<file path="config.mk">
export PLATFORM = sky130hd
export DESIGN_NAME = core6502Lite
export DESIGN_NICKNAME = d
export VERILOG_FILES = /design/src/hw/opPkg.sv /design/src/hw/busPkg.sv /design/src/hw/dispatch.sv /design/src/hw/pcCounter.sv /design/src/hw/regFile.sv /design/src/hw/alu.sv /design/src/hw/core6502Lite.sv
export SDC_FILE = /design/constraint.sdc
export NUM_CORES = 1
export LEC_CHECK = 0
export BUFFER_PORTS_ARGS = -buffer_cell sky130_fd_sc_hd__buf_2
export CORE_UTILIZATION = 60
export DETAILED_ROUTE_END_ITERATION = 10
export MAX_ROUTING_LAYER = met4
export PLACE_DENSITY_LB_ADDON = 0.3
export SYNTH_ARGS = -nofsm -noshare
export SYNTH_HDL_FRONTEND = slang
export SYNTH_SLANG_ARGS = --single-unit
</file>
<file path="constraint.sdc">
create_clock -name phi0 -period 3.7 [get_ports phi0]
set_input_delay 0.37 -clock phi0 [delete_from_list [all_inputs] [get_ports phi0]]
set_output_delay 0.37 -clock phi0 [all_outputs]
set_load 0.05 [all_outputs]
</file>
<file path="src/hw/opPkg.sv">
// Opcode, timing state and ALU operation encodings
// Command word driven by dispatch into the data side
`default_nettype none

package opPkg;

	// Supported subset, real 6502 encodings
	typedef enum logic [7:0] {
		opLdaImm = 8'hA9,	// A <= #imm
		opLdxImm = 8'hA2,	// X <= #imm
		opAdcImm = 8'h69,	// A <= A + #imm + C
		opAndImm = 8'h29,	// A <= A & #imm
		opOraImm = 8'h09,	// A <= A | #imm
		opEorImm = 8'h49,	// A <= A ^ #imm
		opStaAbs = 8'h8D,	// mem[abs] <= A
		opTax    = 8'hAA,	// X <= A
		opInx    = 8'hE8,	// X <= X + 1
		opJmpAbs = 8'h4C,	// PC <= abs
		opClc    = 8'h18,	// C <= 0
		opSec    = 8'h38	// C <= 1
	} opcodeT;

	typedef enum logic [1:0] {
		tFetch   = 2'd0,	// Opcode fetch, sync high
		tOperand = 2'd1,	// Immediate operand, low address byte or dummy read
		tAddrHi  = 2'd2,	// High address byte
		tWrite   = 2'd3		// Store of A
	} stateT;

	typedef enum logic [2:0] {
		aluPass = 3'd0,		// Operand B through
		aluAdc  = 3'd1,		// A + B + C
		aluAnd  = 3'd2,
		aluOra  = 3'd3,
		aluEor  = 3'd4,
		aluInc  = 3'd5,		// Operand A + 1
		aluTfr  = 3'd6		// Operand A through, for TAX
	} aluOpT;

	// Command word for one cycle of the data side
	typedef struct packed {
		aluOpT aluOp;
		logic  srcX;		// ALU operand A from X
		logic  loadA;
		logic  loadX;
		logic  setFlagsNZ;
		logic  setCarry;
		logic  clrCarry;
		logic  pcInc;
		logic  pcLoad;
	} coreCmdT;

	localparam coreCmdT cmdIdle = '{aluOp: aluPass, default: '0};	// Nothing happens

endpackage

`default_nettype wire

</file>
<file path="src/hw/busPkg.sv">
// External bus request word and data width
`default_nettype none

package busPkg;

	localparam int dataWidth = 8;	// Byte-wide data bus

	// Request presented after each rising edge of phi0
	typedef struct packed {
		logic [15:0]          addr;		// Address bus
		logic [dataWidth-1:0] dataOut;	// Write data, valid when rnw low
		logic                 rnw;		// 1 read, 0 write
		logic                 sync;		// Opcode fetch cycle
	} busReqT;

endpackage

`default_nettype wire

</file>
<file path="src/hw/dispatch.sv">
// Timing state machine and opcode decode
// Holds the opcode and absolute address bytes, drives cmd and bus control
`timescale 1ns/100ps
`default_nettype none

module dispatch (
	input  logic           phi0,		// Core clock
	input  logic           rstN,
	input  logic           rdy,			// Low stalls the core
	input  logic [7:0]     dataIn,		// Read data from memory
	input  logic [15:0]    pc,
	output opPkg::coreCmdT cmd,
	output logic [7:0]     operandLo,	// Low address byte, to jump path
	output logic [15:0]    addr,
	output logic           rnw,
	output logic           sync
);
	import opPkg::*;

	stateT      state;
	stateT      stateNext;
	opcodeT     opcode;			// Held from tFetch
	logic [7:0] operandHi;		// High address byte for STA
	logic       runEn;			// Low for the first cycle after reset
	logic       latchLo;
	logic       latchHi;

	// ALU operation of the accumulator immediate group
	function automatic aluOpT accOp(input opcodeT op);
		case (op)
			opAdcImm: return aluAdc;
			opAndImm: return aluAnd;
			opOraImm: return aluOra;
			opEorImm: return aluEor;
			default:  return aluPass;	// LDA
		endcase
	endfunction

	always_ff @(posedge phi0 or negedge rstN) begin
		if (!rstN) begin
			state <= tFetch;
			runEn <= 1'b0;
		end else if (rdy) begin
			state <= stateNext;
			runEn <= 1'b1;
		end
	end

	// Opcode and address bytes
	always_ff @(posedge phi0) begin
		if (rdy && runEn && state == tFetch) begin
			opcode <= opcodeT'(dataIn);		// Unlisted values decode as NOP
		end
		if (rdy && latchLo) begin
			operandLo <= dataIn;
		end
		if (rdy && latchHi) begin
			operandHi <= dataIn;
		end
	end

	always_comb begin
		cmd       = cmdIdle;
		stateNext = tFetch;
		latchLo   = 1'b0;
		latchHi   = 1'b0;
		case (state)
			tFetch: begin
				if (runEn) begin
					cmd.pcInc = 1'b1;		// Step past the opcode
					stateNext = tOperand;
				end
			end
			tOperand: begin
				case (opcode)
					opLdaImm, opAdcImm, opAndImm, opOraImm, opEorImm: begin
						cmd.aluOp      = accOp(opcode);
						cmd.loadA      = 1'b1;
						cmd.setFlagsNZ = 1'b1;
						cmd.pcInc      = 1'b1;	// Consume the immediate
					end
					opLdxImm: begin
						cmd.aluOp      = aluPass;
						cmd.loadX      = 1'b1;
						cmd.setFlagsNZ = 1'b1;
						cmd.pcInc      = 1'b1;
					end
					opTax: begin
						cmd.aluOp      = aluTfr;	// Dummy read, PC held
						cmd.loadX      = 1'b1;
						cmd.setFlagsNZ = 1'b1;
					end
					opInx: begin
						cmd.aluOp      = aluInc;
						cmd.srcX       = 1'b1;
						cmd.loadX      = 1'b1;
						cmd.setFlagsNZ = 1'b1;
					end
					opClc: cmd.clrCarry = 1'b1;
					opSec: cmd.setCarry = 1'b1;
					opStaAbs, opJmpAbs: begin
						latchLo   = 1'b1;	// Low byte of target
						cmd.pcInc = 1'b1;
						stateNext = tAddrHi;
					end
					default: cmd = cmdIdle;	// Two-cycle NOP
				endcase
			end
			tAddrHi: begin
				if (opcode == opJmpAbs) begin
					cmd.pcLoad = 1'b1;		// Target is {dataIn, operandLo}
				end else begin
					latchHi   = 1'b1;
					cmd.pcInc = 1'b1;
					stateNext = tWrite;
				end
			end
			default: stateNext = tFetch;	// tWrite, back to fetch
		endcase
	end

	assign addr = (state == tWrite) ? {operandHi, operandLo} : pc;
	assign rnw  = (state != tWrite);
	assign sync = runEn && (state == tFetch);

endmodule

`default_nettype wire

</file>
<file path="src/hw/pcCounter.sv">
// Program counter with reset load, increment and jump load
`timescale 1ns/100ps
`default_nettype none

module pcCounter #(
	parameter logic [15:0] resetVector = 16'h0200	// First fetch address
) (
	input  logic           phi0,
	input  logic           rstN,
	input  logic           rdy,
	input  opPkg::coreCmdT cmd,
	input  logic [15:0]    jumpAddr,	// {dataIn, low latched byte}
	output logic [15:0]    pc
);

	always_ff @(posedge phi0 or negedge rstN) begin
		if (!rstN) begin
			pc <= resetVector;				// No vector fetch
		end else if (rdy) begin
			if (cmd.pcLoad) begin
				pc <= jumpAddr;				// JMP abs
			end else if (cmd.pcInc) begin
				pc <= pc + 16'd1;			// Wraps at FFFF
			end
		end
	end

endmodule

`default_nettype wire

</file>
<file path="src/hw/regFile.sv">
// Accumulator and index register
// A also drives the store data of STA
`timescale 1ns/100ps
`default_nettype none

module regFile (
	input  logic           phi0,
	input  logic           rstN,
	input  logic           rdy,
	input  opPkg::coreCmdT cmd,
	input  logic [7:0]     result,	// ALU output
	output logic [7:0]     aReg,	// Accumulator, also store data
	output logic [7:0]     xReg		// Index register
);

	always_ff @(posedge phi0 or negedge rstN) begin
		if (!rstN) begin
			aReg <= 8'd0;
			xReg <= 8'd0;
		end else if (rdy) begin
			if (cmd.loadA) begin
				aReg <= result;		// LDA and logic ops
			end
			if (cmd.loadX) begin
				xReg <= result;		// LDX, TAX, INX
			end
		end
	end

endmodule

`default_nettype wire

</file>
<file path="src/hw/alu.sv">
// ALU operations and N, Z, C flag register
`timescale 1ns/100ps
`default_nettype none

module alu (
	input  logic           phi0,
	input  logic           rstN,
	input  logic           rdy,
	input  opPkg::coreCmdT cmd,
	input  logic [7:0]     aReg,
	input  logic [7:0]     xReg,
	input  logic [7:0]     dataIn,	// Operand B
	output logic [7:0]     result
);
	import opPkg::*;

	logic [7:0] opA;
	logic [8:0] sum;		// Bit 8 is the adder carry
	logic       flagN;
	logic       flagZ;
	logic       flagC;

	assign opA = cmd.srcX ? xReg : aReg;
	assign sum = {1'b0, opA} + {1'b0, dataIn} + {8'd0, flagC};	// Carry chains into ADC

	always_comb begin
		case (cmd.aluOp)
			aluAdc:  result = sum[7:0];
			aluAnd:  result = opA & dataIn;
			aluOra:  result = opA | dataIn;
			aluEor:  result = opA ^ dataIn;
			aluInc:  result = opA + 8'd1;	// FF wraps to 00
			aluTfr:  result = opA;
			default: result = dataIn;		// aluPass
		endcase
	end

	always_ff @(posedge phi0 or negedge rstN) begin
		if (!rstN) begin
			flagN <= 1'b0;
			flagZ <= 1'b0;
			flagC <= 1'b0;
		end else if (rdy) begin
			if (cmd.clrCarry) begin
				flagC <= 1'b0;			// CLC
			end else if (cmd.setCarry) begin
				flagC <= 1'b1;			// SEC
			end else if (cmd.aluOp == aluAdc) begin
				flagC <= sum[8];
			end
			if (cmd.setFlagsNZ) begin
				flagN <= result[7];
				flagZ <= (result == 8'd0);
			end
		end
	end

endmodule

`default_nettype wire

</file>
<file path="src/hw/core6502Lite.sv">
// Core top, control side and data side wired together
// Bus request built from dispatch outputs and A
`timescale 1ns/100ps
`default_nettype none

module core6502Lite #(
	parameter logic [15:0] resetVector = 16'h0200	// PC after reset
) (
	input  logic           phi0,
	input  logic           rstN,
	input  logic           rdy,
	input  logic [7:0]     dataIn,	// Memory read data
	output busPkg::busReqT busReq
);
	import opPkg::*;

	coreCmdT     cmd;			// Command word for this cycle
	logic [7:0]  operandLo;
	logic [7:0]  aReg;
	logic [7:0]  xReg;
	logic [7:0]  result;
	logic [15:0] pc;
	logic [15:0] addr;
	logic        rnw;
	logic        sync;

	dispatch uDispatch (
		.phi0(phi0),
		.rstN(rstN),
		.rdy(rdy),
		.dataIn(dataIn),
		.pc(pc),
		.cmd(cmd),
		.operandLo(operandLo),
		.addr(addr),
		.rnw(rnw),
		.sync(sync)
	);

	pcCounter #(
		.resetVector(resetVector)
	) uPc (
		.phi0(phi0),
		.rstN(rstN),
		.rdy(rdy),
		.cmd(cmd),
		.jumpAddr({dataIn, operandLo}),	// High byte read in tAddrHi
		.pc(pc)
	);

	regFile uRegs (
		.phi0(phi0),
		.rstN(rstN),
		.rdy(rdy),
		.cmd(cmd),
		.result(result),
		.aReg(aReg),
		.xReg(xReg)
	);

	alu uAlu (
		.phi0(phi0),
		.rstN(rstN),
		.rdy(rdy),
		.cmd(cmd),
		.aReg(aReg),
		.xReg(xReg),
		.dataIn(dataIn),
		.result(result)
	);

	assign busReq.addr    = addr;
	assign busReq.dataOut = aReg;		// STA stores A
	assign busReq.rnw     = rnw;
	assign busReq.sync    = sync;

endmodule

`default_nettype wire

</file>
==> impl_metrics.prom <==
# TYPE chip_impl_metric gauge
chip_impl_metric{name="clkLatencyLatePin",unit="ps"} 350
chip_impl_metric{name="drive_above_1_share",unit="%"} 21.70
chip_impl_metric{name="wl_per_cell",unit="um"} 20.17
chip_impl_metric{name="tritoncts_num_sinks",unit=""} 60
chip_impl_metric{name="worstRegToRegCells",unit=""} 11
chip_impl_info{name="critical_path_end_type",value="flop"} 1
chip_impl_metric{name="grt_pass1_wl",unit="um"} 19360
chip_impl_metric{name="fp.dieArea",unit="um2"} 7381
chip_impl_metric{name="viasPerCell",unit=""} 6.598
chip_impl_info{name="critical_path_class",value="flop to flop"} 1
chip_impl_metric{name="number_of_port_buffers",unit=""} 36
chip_impl_metric{name="post-route-cell-area",unit="um2"} 4763
chip_impl_metric{name="start_util",unit="%"} 62.19
chip_impl_metric{name="synth_seq_cells",unit=""} 60
chip_impl_metric{name="synthesis.instances",unit=""} 449
chip_impl_metric{name="remaining_drc_errors",unit=""} 0
chip_impl_metric{name="data_arrival_time_at_the_worst_slack_endpoint",unit="ps"} 3710
chip_impl_info{name="cts_tree",value="done"} 1
chip_impl_metric{name="yosys_warnings",unit=""} 0
chip_impl_metric{name="cap_viol_max_count",unit=""} 0
chip_impl_metric{name="grt_antenna_before_repair",unit=""} 0
chip_impl_metric{name="synth_cell_types",unit=""} 75
chip_impl_metric{name="detail-route-antenna-nets",unit=""} 0
chip_impl_metric{name="path_max_fanout",unit=""} 4
chip_impl_metric{name="slew-limit-headroom",unit="%"} 39.67
chip_impl_metric{name="detailedRoute.firstPassIterationCount",unit=""} 6
chip_impl_metric{name="final_max_slew_viols",unit=""} 0
chip_impl_metric{name="cellLeakagePower",unit="nW"} 2.030
chip_impl_metric{name="instances_no_fill",unit=""} 589
chip_impl_metric{name="core_area",unit="um2"} 6794
chip_impl_metric{name="ir_drop",unit="mV"} 0.3077
chip_impl_metric{name="num_rows",unit=""} 30
chip_impl_metric{name="final_hold_viol_count",unit=""} 0
chip_impl_metric{name="die_h",unit="um"} 85.92
chip_impl_metric{name="cts_max_level",unit=""} 3
chip_impl_metric{name="chipWidth",unit="um"} 85.92
chip_impl_metric{name="post-dp-hpwl",unit="um"} 8372
chip_impl_metric{name="timing.final.crit_period",unit="ps"} 3512
chip_impl_metric{name="synthesis.area_per_instance",unit="um2"} 9.410
chip_impl_metric{name="finalSetupViolations",unit=""} 0
chip_impl_metric{name="post_synth_instance_area",unit="um2"} 4225
chip_impl_metric{name="final_setup_skew",unit="ps"} 5.557
chip_impl_metric{name="final_nets",unit=""} 519
chip_impl_metric{name="worstPathRequired",unit="ps"} 3900
chip_impl_metric{name="num_antenna_cells",unit=""} 0
chip_impl_info{name="min-delay-path-class",value="input pin to async pin"} 1
chip_impl_metric{name="routabilityCongestion",unit=""} 1.021
chip_impl_metric{name="filler_cells_inserted",unit=""} 544
chip_impl_metric{name="final_routed_wirelength_across_all_metal_layers",unit="um"} 11880
chip_impl_metric{name="via_count_of_the_first_global_routing_pass",unit=""} 3775
chip_impl_info{name="synth_ff_type",value="dfrtp_1"} 1
chip_impl_info{name="status",value="complete, no violations"} 1
chip_impl_metric{name="tightestPinTransition",unit="ps"} 901.7
chip_impl_metric{name="grt_start_max_net_pins",unit=""} 37
chip_impl_metric{name="fin_util",unit="%"} 70.11
chip_impl_metric{name="dr_total_vias",unit=""} 3886
chip_impl_metric{name="fmaxAchievable",unit="GHz"} 0.2847
chip_impl_metric{name="final.period_utilization",unit="%"} 94.92
chip_impl_metric{name="floorplan.io_pins",unit=""} 37
chip_impl_info{name="startpoint_type",value="flop"} 1
chip_impl_metric{name="syn_to_final_growth",unit="%"} 12.73
chip_impl_metric{name="grt_usage",unit="%"} 35.46
chip_impl_metric{name="cts.clk_slew.worst_paths",unit="ps"} 70
chip_impl_metric{name="placedCellCount",unit=""} 570
chip_impl_info{name="clockRootBuffer",value="clkbuf_8"} 1
chip_impl_metric{name="p_per_area",unit="nW/um2"} 475.8
chip_impl_metric{name="count_of_routing_violations_after_the_opening_detailed_route_iteration",unit=""} 454
chip_impl_metric{name="post_dp_cell_area",unit="um2"} 4514
chip_impl_metric{name="asyncSetResetFlopFracSynth",unit="%"} 60.00
chip_impl_metric{name="clk_path_buf_depth",unit=""} 2
chip_impl_metric{name="syn-num-nets",unit=""} 480
chip_impl_metric{name="cts_made_buffers",unit=""} 9
chip_impl_metric{name="post_synthesis_sequential_area_ratio",unit="%"} 38.41
chip_impl_metric{name="number_of_enable_type_register_cells_in_the_synthesized_netlist",unit=""} 24
chip_impl_metric{name="grt-ovfl-total",unit=""} 0
[power by group]
part           internal (mW)  switching, mW
sequential             0.768         0.0985
combinational          0.240          0.488
clock                  0.382          0.290
[routing by layer]
| metal | up-vias | track usage (%) | wire length (um) |
|---|---|---|---|
| met2 | 231 | 51.52 | 5353 |
| met5 | - | - | 0 |
| met1 | 1839 | 48.78 | 5150 |
| met3 | 41 | 6.930 | 1047 |
| li1 | 1775 | - | - |
| met4 | 0 | 14.39 | 331 |
[cells by family (layout without fill, tap and decap cells)]
logic type	Yosys count	in the layout	synth area share [%]
compound gates	140	140	22.57
xor+xnor	7	7	1.451
simple gates	139	139	17.80
flops	60	60	38.41
buf+inv	50	94	5.004
mux	33	33	8.499
fa+ha+maj	20	20	6.278
[area by class of cell]
class,count,area (um2),share of cell area [%]
clock inverters,7,98.84,2.075
flip-flops and latches,60,1623,34.07
clock buffers,9,123.9,2.600
inverters,26,97.59,2.049
repair buffers,52,300.3,6.304
multi-input cells,339,2400,50.38
well taps,96,120.1,2.522
[synth_stat cells, types with 3 or more instances]
library cell	count	area share (%)
nor3b_1	3	0.53
o21a_1	9	1.6
a21oi_1	35	4.1
mux2i_1	10	2.4
buf_4	3	0.53
dfrtp_1	35	21
o31ai_1	3	0.53
nand3_1	15	1.8
xor2_1	5	1.0
o211ai_1	3	0.53
o31a_1	3	0.62
inv_1	26	2.3
nor2b_1	8	1.2
ha_1	18	5.3
clkbuf_1	16	1.4
buf_2	4	0.47
o21ai_0	22	2.6
o2111ai_1	3	0.62
o22ai_1	7	1.0
or2_2	4	0.59
mux2_2	23	6.1
nor2_1	26	2.3
a221oi_1	3	0.62
o221ai_1	3	0.62
nand4_1	6	0.89
and3_1	3	0.44
and2_1	4	0.59
a22oi_1	3	0.53
nand2b_1	5	0.74
edfxtp_1	24	17
a21o_1	3	0.53
or4_1	3	0.53
a31oi_1	12	1.8
nor3_1	12	1.4
nand2_1	34	3.0
[cells in the final DEF, fill, tap and decap left out, types with 12 or more instances in the layout]
| cell | synthesis | layout |
|---|---|---|
| dfrtp_1 | 35 | 35 |
| nor3_1 | 12 | 12 |
| inv_1 | 26 | 26 |
| nand3_1 | 15 | 15 |
| nand2_1 | 34 | 34 |
| a21oi_1 | 35 | 35 |
| o21ai_0 | 22 | 22 |
| mux2_2 | 23 | 23 |
| buf_2 | 4 | 36 |
| a31oi_1 | 12 | 12 |
| buf_4 | 3 | 16 |
| ha_1 | 18 | 18 |
| nor2_1 | 26 | 26 |
| edfxtp_1 | 24 | 24 |
[stage by stage]
stage          power [mW]  hold WS [ps]  TNS (ps)  setup slack [ps]
2_1_floorplan       1.406         74.41         0             384.2
3_3_place_gp        1.570         483.1         0             234.6
3_5_place_dp        1.592         486.5         0             27.69
4_1_cts             2.259         177.8         0             9.079
5_1_grt             2.368         221.3    -40.50            -26.31
6_report            2.267         132.4         0             187.8
[sequential cells by signal, indices dropped and copies added (netlist names)]
signal	flops
uAlu.flagC	1
uDispatch.opcode	8
uDispatch.operandHi	8
uDispatch.operandLo	8
uDispatch.runEn	1
uDispatch.state	2
uPc.pc	16
uRegs.aReg	8
uRegs.xReg	8
[what timing repair did]
item,CTS,global route
hold buffers,0,0
setup endpoints to repair,0,8
endpoints found under the hold margin,0,0
buffers inserted,0,3
resized for setup,0,1
[critical path, stage by stage (launching register included)]
cell and delay (ps):
edfxtp_1 440, or4b_1 620, nor3_4 260, mux2i_1 210, fa_1 460, fa_1 400
nor2b_1 220, o31a_1 210, o31a_1 180, a211oi_1 60, a21oi_1 200, a31oi_1 110
[path summary, 6_finish.rpt]
path                                     startpoint                   to  slack (ps)
worst min-delay path                           rstN           uAlu.flagC         130
worst min register to register      uDispatch.runEn      uDispatch.runEn         500
worst max-delay path            uDispatch.opcode[1]        uRegs.xReg[6]         190
max in group asynchronous                      rstN      uDispatch.runEn        3000
worst max register to register  uDispatch.opcode[1]        uRegs.xReg[6]         190
min in group phi0                         dataIn[0]  uDispatch.opcode[0]         300
Power figures use the tool's default switching activity.
